==> config.mk <==
export PLATFORM = sky130hd
export DESIGN_NAME = cpuCore
export DESIGN_NICKNAME = d
export VERILOG_FILES = /design/src/design/cpuPkg.sv /design/src/design/controlDecoder.sv /design/src/design/aluControl.sv /design/src/design/alu.sv /design/src/design/registerFile.sv /design/src/design/dataMemory.sv /design/src/design/cpuCore.sv
export SDC_FILE = /design/constraint.sdc
export NUM_CORES = 2
export LEC_CHECK = 0
export BUFFER_PORTS_ARGS = -buffer_cell sky130_fd_sc_hd__buf_4
export CAP_MARGIN = 10
export CELL_PAD_IN_SITES_DETAIL_PLACEMENT = 0
export CELL_PAD_IN_SITES_GLOBAL_PLACEMENT = 1
export CORE_MARGIN = 2
export CORE_UTILIZATION = 53
export CTS_BUF_LIST = sky130_fd_sc_hd__clkbuf_4 sky130_fd_sc_hd__clkbuf_8 sky130_fd_sc_hd__clkbuf_16
export DETAILED_ROUTE_END_ITERATION = 6
export PLACE_DENSITY_LB_ADDON = 0.05
export SETUP_SLACK_MARGIN = 0.15
export SYNTH_ARGS = -nofsm -noshare
export SYNTH_HDL_FRONTEND = slang
export SYNTH_SLANG_ARGS = --single-unit
==> constraint.sdc <==
create_clock -name clk -period 11.8 [get_ports clk]
set_input_delay 1.77 -clock clk [delete_from_list [all_inputs] [get_ports clk]]
set_output_delay 1.77 -clock clk [all_outputs]
set_load 0.005 [all_outputs]
==> src/design/cpuPkg.sv <==
// Shared widths, vector types, opcode and funct codes, ALU class codes and ALU operations
package cpuPkg;

    localparam int dataWidth    = 32;
    localparam int regAddrWidth = 5;
    localparam int memAddrWidth = 6;
    localparam int regCount     = 32;
    localparam int memWords     = 64;

    typedef logic [dataWidth-1:0]    dataWord;
    typedef dataWord                 instrWord;  // Full instruction word
    typedef logic [31:0]             pcWord;     // Byte address
    typedef logic [regAddrWidth-1:0] regAddr;
    typedef logic [memAddrWidth-1:0] memAddr;    // Word index into data memory
    typedef logic [5:0]              opCode;
    typedef logic [5:0]              funct;
    typedef logic [1:0]              aluClass;   // Main decoder ALUOp

    localparam pcWord pcStep = 32'd4;

    // ALUOp encoding as the main decoder emits it
    localparam aluClass aluClassSub   = 2'd0;
    localparam aluClass aluClassAdd   = 2'd1;
    localparam aluClass aluClassFunct = 2'd2;

    localparam opCode opRType = 6'd4;
    localparam opCode opAddiu = 6'd12;
    localparam opCode opSubiu = 6'd13;
    localparam opCode opSw    = 6'd16;
    localparam opCode opLw    = 6'd17;

    localparam funct functAdd = 6'd32;
    localparam funct functSub = 6'd34;
    localparam funct functAnd = 6'd36;
    localparam funct functOr  = 6'd37;
    localparam funct functSlt = 6'd42;

    typedef enum logic [2:0] {
        aluAdd = 3'd0,
        aluSub,
        aluAnd,
        aluOr,
        aluSlt
    } aluOp;

endpackage

==> src/design/controlDecoder.sv <==
// Main control decoder from opcode to register, ALU and memory controls
`timescale 1ns/10ps

module controlDecoder (
    input  cpuPkg::opCode   op,
    output logic            regWrite,
    output cpuPkg::aluClass aluClass,
    output logic            regDst,
    output logic            aluSrc,
    output logic            memWrite,
    output logic            memRead,
    output logic            memToReg
);
    import cpuPkg::*;

    always_comb
    begin
        case (op)
            opRType:
            begin
                regWrite = 1'b1;
                aluClass = aluClassFunct; // Operation comes from funct
                regDst   = 1'b1;          // Write into rd
                aluSrc   = 1'b0;
                memWrite = 1'b0;
                memRead  = 1'b0;
                memToReg = 1'b0;
            end
            opAddiu:
            begin
                regWrite = 1'b1;
                aluClass = aluClassAdd;
                regDst   = 1'b0;          // Write into rt
                aluSrc   = 1'b1;          // Sign-extended immediate
                memWrite = 1'b0;
                memRead  = 1'b0;
                memToReg = 1'b0;
            end
            opSubiu:
            begin
                regWrite = 1'b1;
                aluClass = aluClassSub;
                regDst   = 1'b0;
                aluSrc   = 1'b1;
                memWrite = 1'b0;
                memRead  = 1'b0;
                memToReg = 1'b0;
            end
            // Store uses base plus offset and never writes back
            opSw:
            begin
                regWrite = 1'b0;
                aluClass = aluClassAdd;
                regDst   = 1'b0;
                aluSrc   = 1'b1;
                memWrite = 1'b1;
                memRead  = 1'b0;
                memToReg = 1'b0;
            end
            opLw:
            begin
                regWrite = 1'b1;
                aluClass = aluClassAdd;
                regDst   = 1'b0;
                aluSrc   = 1'b1;
                memWrite = 1'b0;
                memRead  = 1'b1;
                memToReg = 1'b1;          // Loaded word to rt
            end
            default:                      // Anything else is a no-op
            begin
                regWrite = 1'b0;
                aluClass = aluClassSub;
                regDst   = 1'b0;
                aluSrc   = 1'b0;
                memWrite = 1'b0;
                memRead  = 1'b0;
                memToReg = 1'b0;
            end
        endcase
    end

endmodule

==> src/design/aluControl.sv <==
// ALU control that turns the decoder class and funct into one ALU operation
`timescale 1ns/10ps

module aluControl (
    input  cpuPkg::aluClass aluClass,
    input  cpuPkg::funct    fn,
    output cpuPkg::aluOp    aluSel
);
    import cpuPkg::*;

    aluOp functSel;

    // R-format operation from funct
    always_comb
    begin
        case (fn)
            functAdd: functSel = aluAdd;
            functSub: functSel = aluSub;
            functAnd: functSel = aluAnd;
            functOr:  functSel = aluOr;
            functSlt: functSel = aluSlt;
            default:  functSel = aluAdd; // Unknown funct falls back to add
        endcase
    end

    always_comb
    begin
        case (aluClass)
            aluClassSub:   aluSel = aluSub;
            aluClassAdd:   aluSel = aluAdd;
            aluClassFunct: aluSel = functSel;
            default:       aluSel = aluAdd;
        endcase
    end

endmodule

==> src/design/alu.sv <==
// 32-bit ALU with add, sub, and, or and signed set-less-than
`timescale 1ns/10ps

module alu (
    input  cpuPkg::dataWord operandA,
    input  cpuPkg::dataWord operandB,
    input  cpuPkg::aluOp    aluSel,
    output cpuPkg::dataWord result
);
    import cpuPkg::*;

    dataWord sum;
    dataWord diff;
    logic    lessThan;

    assign sum      = operandA + operandB;
    assign diff     = operandA - operandB;
    assign lessThan = $signed(operandA) < $signed(operandB); // Two's complement compare

    always_comb
    begin
        case (aluSel)
            aluAdd:  result = sum;
            aluSub:  result = diff;
            aluAnd:  result = operandA & operandB;
            aluOr:   result = operandA | operandB;
            aluSlt:  result = {{(dataWidth-1){1'b0}}, lessThan};
            default: result = sum;
        endcase
    end

endmodule

==> src/design/registerFile.sv <==
// Register file with 32 registers, two async read ports, one sync write port
`timescale 1ns/10ps

module registerFile (
    input  logic            clk,
    input  logic            rstN,
    input  cpuPkg::regAddr  readAddrA,
    input  cpuPkg::regAddr  readAddrB,
    input  cpuPkg::regAddr  writeAddr,
    input  logic            writeEn,
    input  cpuPkg::dataWord writeValue,
    output cpuPkg::dataWord readDataA,
    output cpuPkg::dataWord readDataB
);
    import cpuPkg::*;

    dataWord regs [regCount];

    always_ff @(posedge clk)
    begin
        if (!rstN)
        begin
            for (int i = 0; i < regCount; i++)
            begin
                regs[i] <= '0;
            end
        end
        else if (writeEn && (writeAddr != '0)) // r0 stays zero
        begin
            regs[writeAddr] <= writeValue;
        end
    end

    // Register 0 always reads as zero
    assign readDataA = (readAddrA == '0) ? '0 : regs[readAddrA];
    assign readDataB = (readAddrB == '0) ? '0 : regs[readAddrB];

endmodule

==> src/design/dataMemory.sv <==
// Data memory of 64 words with sync write, async read and clear on reset
`timescale 1ns/10ps

module dataMemory (
    input  logic            clk,
    input  logic            rstN,
    input  cpuPkg::memAddr  addr,
    input  logic            writeEn,
    input  cpuPkg::dataWord writeValue,
    output cpuPkg::dataWord readValue
);
    import cpuPkg::*;

    dataWord mem [memWords];

    always_ff @(posedge clk)
    begin
        if (!rstN)
        begin
            for (int i = 0; i < memWords; i++)
            begin
                mem[i] <= '0;
            end
        end
        else if (writeEn)
        begin
            mem[addr] <= writeValue;
        end
    end

    assign readValue = mem[addr]; // Combinational read

endmodule

==> src/design/cpuCore.sv <==
// Single-cycle core top with PC, immediate extension, datapath muxes and block instances
`timescale 1ns/10ps

module cpuCore (
    input  logic             clk,
    input  logic             rstN,
    input  cpuPkg::instrWord instr,
    output cpuPkg::pcWord    pc,
    output logic             regWrite,
    output cpuPkg::regAddr   writeReg,
    output cpuPkg::dataWord  writeData,
    output logic             memWrite,
    output cpuPkg::memAddr   storeAddr,
    output cpuPkg::dataWord  storeData
);
    import cpuPkg::*;

    opCode   instrOp;
    regAddr  rs;
    regAddr  rt;
    regAddr  rd;
    funct    instrFn;
    dataWord immExt;

    logic    regDst;
    logic    aluSrc;
    logic    memRead;
    logic    memToReg;
    aluClass decClass;
    aluOp    aluSel;

    dataWord readDataA;
    dataWord readDataB;
    dataWord operandB;
    dataWord aluResult;
    dataWord memReadValue;
    dataWord loadData;

    // Instruction fields
    assign instrOp = instr[31:26];
    assign rs      = instr[25:21];
    assign rt      = instr[20:16];
    assign rd      = instr[15:11];
    assign instrFn = instr[5:0];
    assign immExt  = {{16{instr[15]}}, instr[15:0]}; // Sign-extend imm16

    // One instruction per cycle, no branches
    always_ff @(posedge clk)
    begin
        if (!rstN)
        begin
            pc <= '0;
        end
        else
        begin
            pc <= pc + pcStep;
        end
    end

    controlDecoder uDecoder (
        .op       (instrOp),
        .regWrite (regWrite),
        .aluClass (decClass),
        .regDst   (regDst),
        .aluSrc   (aluSrc),
        .memWrite (memWrite),
        .memRead  (memRead),
        .memToReg (memToReg)
    );

    aluControl uAluControl (
        .aluClass (decClass),
        .fn       (instrFn),
        .aluSel   (aluSel)
    );

    registerFile uRegs (
        .clk        (clk),
        .rstN       (rstN),
        .readAddrA  (rs),
        .readAddrB  (rt),
        .writeAddr  (writeReg),
        .writeEn    (regWrite),
        .writeValue (writeData),
        .readDataA  (readDataA),
        .readDataB  (readDataB)
    );

    assign operandB = aluSrc ? immExt : readDataB;

    alu uAlu (
        .operandA (readDataA),
        .operandB (operandB),
        .aluSel   (aluSel),
        .result   (aluResult)
    );

    // Word index from the byte address
    assign storeAddr = aluResult[7:2];
    assign storeData = readDataB;     // rt value for sw

    dataMemory uDataMem (
        .clk        (clk),
        .rstN       (rstN),
        .addr       (storeAddr),
        .writeEn    (memWrite),
        .writeValue (storeData),
        .readValue  (memReadValue)
    );

    // Write-back selection
    assign loadData  = memRead ? memReadValue : '0;
    assign writeReg  = regDst ? rd : rt;
    assign writeData = memToReg ? loadData : aluResult;

endmodule

==> results.py <==
metrics = {
    "power_and_ir_drop": {
        "pwr-share-comb_pct": 37.6,
        "switchingPower_mw": 15.3,
        "pwr-share-seq_pct": 33.9,
        "internal_power_mw": 21.9,
        "clock_power_share_pct": 28.5,
        "swShare_pct": 41.1,
        "p_leak_nw": 60.7,
        "power_density_nw_per_um2": 222,
        "ir_drop_mv": 0.235,
    },
    "timing": {
        "maxSlewHeadroom_pct": 0.235,
        "setup_slack_ns": 0.109,
        "clock_skew_ns": 0.0529,
        "worst_pin_slew_ns": 1.49,
        "finalSetupTns_ns": 0,
        "hold_viol": 0,
        "rsz0062_at_grt": "false",
        "setup_viol": 0,
        "fin_crit_ns": 11.69,
        "fin_crit_sh_pct": 99.1,
        "report.final.slew_viol_count": 0,
        "max_freq_mhz": 85.5,
    },
    "detailed_routing": {
        "top_layer": "met5",
        "drt-wirelength-per-cell_um": 42.1,
        "drcViolationCount": 0,
        "firstDrtPassIters": 7,
        "finalWirelength_um": 671000,
        "via_per_inst": 7.21,
        "drt_iter0_markers": 20122,
        "wl_met1_um": 227000,
        "via_count": 114878,
        "postRouteAntennaNets": 0,
        "wl_met3_um": 105000,
        "wl_met2_um": 282000,
    },
    "placed_design": {
        "placed_area_um2": 156000,
        "dp_hpwl_um": 414000,
        "port_buffers": 140,
        "place_congestion": 1.01,
        "dp_slack_ns": -0.0862,
    },
    "synthesis": {
        "ys_types": 109,
        "synthTopCellsByArea": "edfxtp_1 62%, mux4_2 9.7%, nor2_1 7.3%",
        "syn_avg_cell_area_um2": 12.4,
        "synth_enable_flop_cells": 3072,
        "synth_most_common_cell": "edfxtp_1",
        "synth-warning-count": 0,
        "synth_common_cells": "3072 x edfxtp_1, 2893 x nor2_1, 1046 x nand2_1",
        "ys.flop_type": "edfxtp_1",
        "synth-seq-cells": 3102,
        "yosys.area.top_type_share_pct": 61.8,
        "synth_area_um2": 149000,
        "async_flop_share_pct": 0,
        "synth_seq_area_share_pct": 62.2,
        "synth_largest_area_cell": "edfxtp_1",
        "netlist_instances": 12026,
    },
    "worst_setup_path": {
        "r2r-end": "uRegs.regs[9][6]",
        "r2r_cells": 24,
        "crit_fanout": 48,
        "r2r_start": "uRegs.regs[23][0]",
        "cp-start-kind": "input pin",
        "crit_buf_inv": 8,
        "arrival_ns": 9.92,
        "max_stage_delay_ns": 0.76,
        "end_kind": "primary output",
        "cp_slowest_cell": "o31ai_2",
        "r2r_slack_ns": 3.38,
        "path_delay_family": "compound AO/OA/AOI/OAI gates",
        "crit_required_ns": 10.03,
        "path_cells": "buf_8, mux4_2, mux4_2, nand2_1, a21oi_1, inv_1, ha_1, inv_1, fa_1, xnor2_1, o31ai_1, a31o_4, buf_12, buf_4, mux2_2, a221oi_1, nor2_1, o31ai_2, buf_4, nand4bb_1, o31ai_4, inv_1, buf_4",
        "worstSetupPathType": "input pin to primary output",
    },
    "clock_network": {
        "cts_buffer_depth": 4,
        "holdBufCountCts": 0,
        "post-cts-setup-buffers": 0,
        "cts_max_level": 5,
        "cts_tree": "done",
        "cts.sinks": 3102,
        "clk_latency_ns": 0.95,
        "cts_resized": 2,
        "cts-root-buf": "clkbuf_16",
        "numCtsBuffers": 338,
        "clk_pin_slew_worst_paths_ns": 0.06,
    },
    "final_layout": {
        "nNetsFinal": 12038,
        "drive_above_1_share_pct": 19.1,
        "final_util_pct": 59.9,
        "area_growth_pct": 12.2,
        "final_area_um2": 167000,
        "final.fill_count": 22340,
    },
    "global_routing": {
        "grt_pass1_vias": 108024,
        "grt_max_degree": 126,
        "globalRouteTotalUtil_pct": 46.2,
        "grt_overflow_total": 0,
        "antenna_found_initial": 55,
        "grt_pass1_wl_um": 906000,
    },
    "worst_hold_path": {
        "whs_endpoint": "pc[2]",
        "hp-start": "pc[2]",
        "worstHoldPathType": "flip-flop to flip-flop",
        "whs_path_depth": 1,
    },
    "floorplanning": {
        "rows": 194,
        "die_y_um": 535,
        "fp.dieArea_um2": 286000,
        "pin_count": 143,
        "core_um2": 280000,
        "die_w_um": 535,
        "initial_core_util_pct": 53.4,
    },
    "flow_run": {
        "drv_cap": 1,
    },
    "status": {
        "violations": "capacitance limit",
        "status": "complete, but fails checks",
    },
}
[worst register-to-register path: stages (launching register included)]
cell      delay [ns]
edfxtp_1        0.41
mux4_2          0.49
mux4_2          0.46
nand2_1         0.12
a21oi_1         0.23
inv_1           0.15
ha_1            0.20
inv_1           0.08
fa_1            0.47
nor2b_1         0.16
o31ai_1         0.31
xnor2_1         0.18
o21a_1          0.34
o21ai_4         0.49
inv_8           0.31
nand2_1         0.43
buf_4           0.43
o22ai_1         0.20
a21oi_2         0.55
o211ai_1        0.22
buf_6           0.19
buf_4           0.14
o31ai_4         0.88
buf_4           0.56
nor2_1          0.14
[power by group through the flow]
stage | registers (mW) | clock network [mW] | logic (mW)
floorplan | 12.8 | 0 | 6.10
global placement | 12.8 | 0 | 13.1
detailed placement | 12.8 | 0 | 13.1
CTS | 12.6 | 10.6 | 13.2
global route | 12.6 | 11.0 | 13.8
finish | 12.6 | 10.6 | 14.0
[layer usage]
layer | up-vias | GRT usage (%)
li1 | 44251 | -
met1 | 58392 | 59.3
met2 | 10129 | 65.2
met3 | 2062 | 17.4
met4 | 44 | 31.9
met5 | - | 0
[registers in the layout (all words and copies together) (netlist names)]
signal        cells
pc               30
uDataMem.mem   2048
uRegs.regs     1024
[cells by family (layout without fill, tap and decap cells)]
family                   count (synthesis)  count (layout)  share of synthesized area [%]
AO/OA/AOI/OAI                         1602            1602                           7.77
XOR/XNOR                                34              34                          0.200
adder cells (fa/ha/maj)                 99              99                          0.840
buffers and inverters                 1414            1527                           3.94
flip-flops                            3102            3102                           62.2
multiplexers                           905             905                           11.5
other                                    1              68                        0.00251
AND/OR/NAND/NOR                       4869            4869                           13.5
[cell usage in the layout, fill, tap and decap left out, types with 52 or more instances in the layout]
cell,instances
nand2_1,931
nand3_1,263
clkinv_1,79
mux2_2,94
a221o_1,56
and3_1,93
o22ai_1,70
nor2_1,2872
nand2b_1,72
clkbuf_16,349
a21oi_1,329
inv_1,148
nand2_2,99
a221oi_1,217
a22oi_1,74
o21ai_0,167
mux2i_1,168
edfxtp_1,3072
nor4_1,64
buf_12,52
a211oi_1,67
nor3_1,243
ha_1,97
buf_4,695
nand4_1,62
a31oi_1,61
clkbuf_4,85
mux4_2,640
[stage by stage]
| step | power, mW | std cells | hold slack, ns |
|---|---|---|---|
| 6_report | 37.2 | 15930 | 0.474 |
| 5_1_grt | 37.5 | 15907 | 0.502 |
| 4_1_cts | 36.3 | 15892 | 0.480 |
| 3_5_place_dp | 25.9 | 15285 | 0.467 |
| 3_3_place_gp | 25.9 | 15273 | 0.459 |
| 2_1_floorplan | 18.9 | 12059 | 0.451 |
[worst max-delay path by stage]
stage          cells past startpoint  startpoint  slack [ns]             to
3_5_place_dp                      21   instr[21]       -0.09  writeData[16]
3_3_place_gp                      19   instr[21]       -0.23  writeData[15]
4_1_cts                           21   instr[21]        0.21  writeData[16]
5_1_grt                           23   instr[21]        0.16  writeData[16]
6_report                          23   instr[21]        0.11  writeData[16]
2_1_floorplan                     27   instr[16]        1.50  writeData[14]
[area by class of cell]
type | count | area, µm² | area share [%]
Sequential cell | 3102 | 92800 | 55.5
Multi-Input combinational cell | 7543 | 51900 | 31.0
Clock buffer | 436 | 9400 | 5.62
Timing Repair Buffer | 761 | 6450 | 3.85
Tap cell | 3724 | 4660 | 2.78
Clock inverter | 171 | 1420 | 0.849
Inverter | 159 | 621 | 0.371
Antenna cell | 34 | 85.1 | 0.0508
No activity file was read; power rests on OpenSTA's default activity.
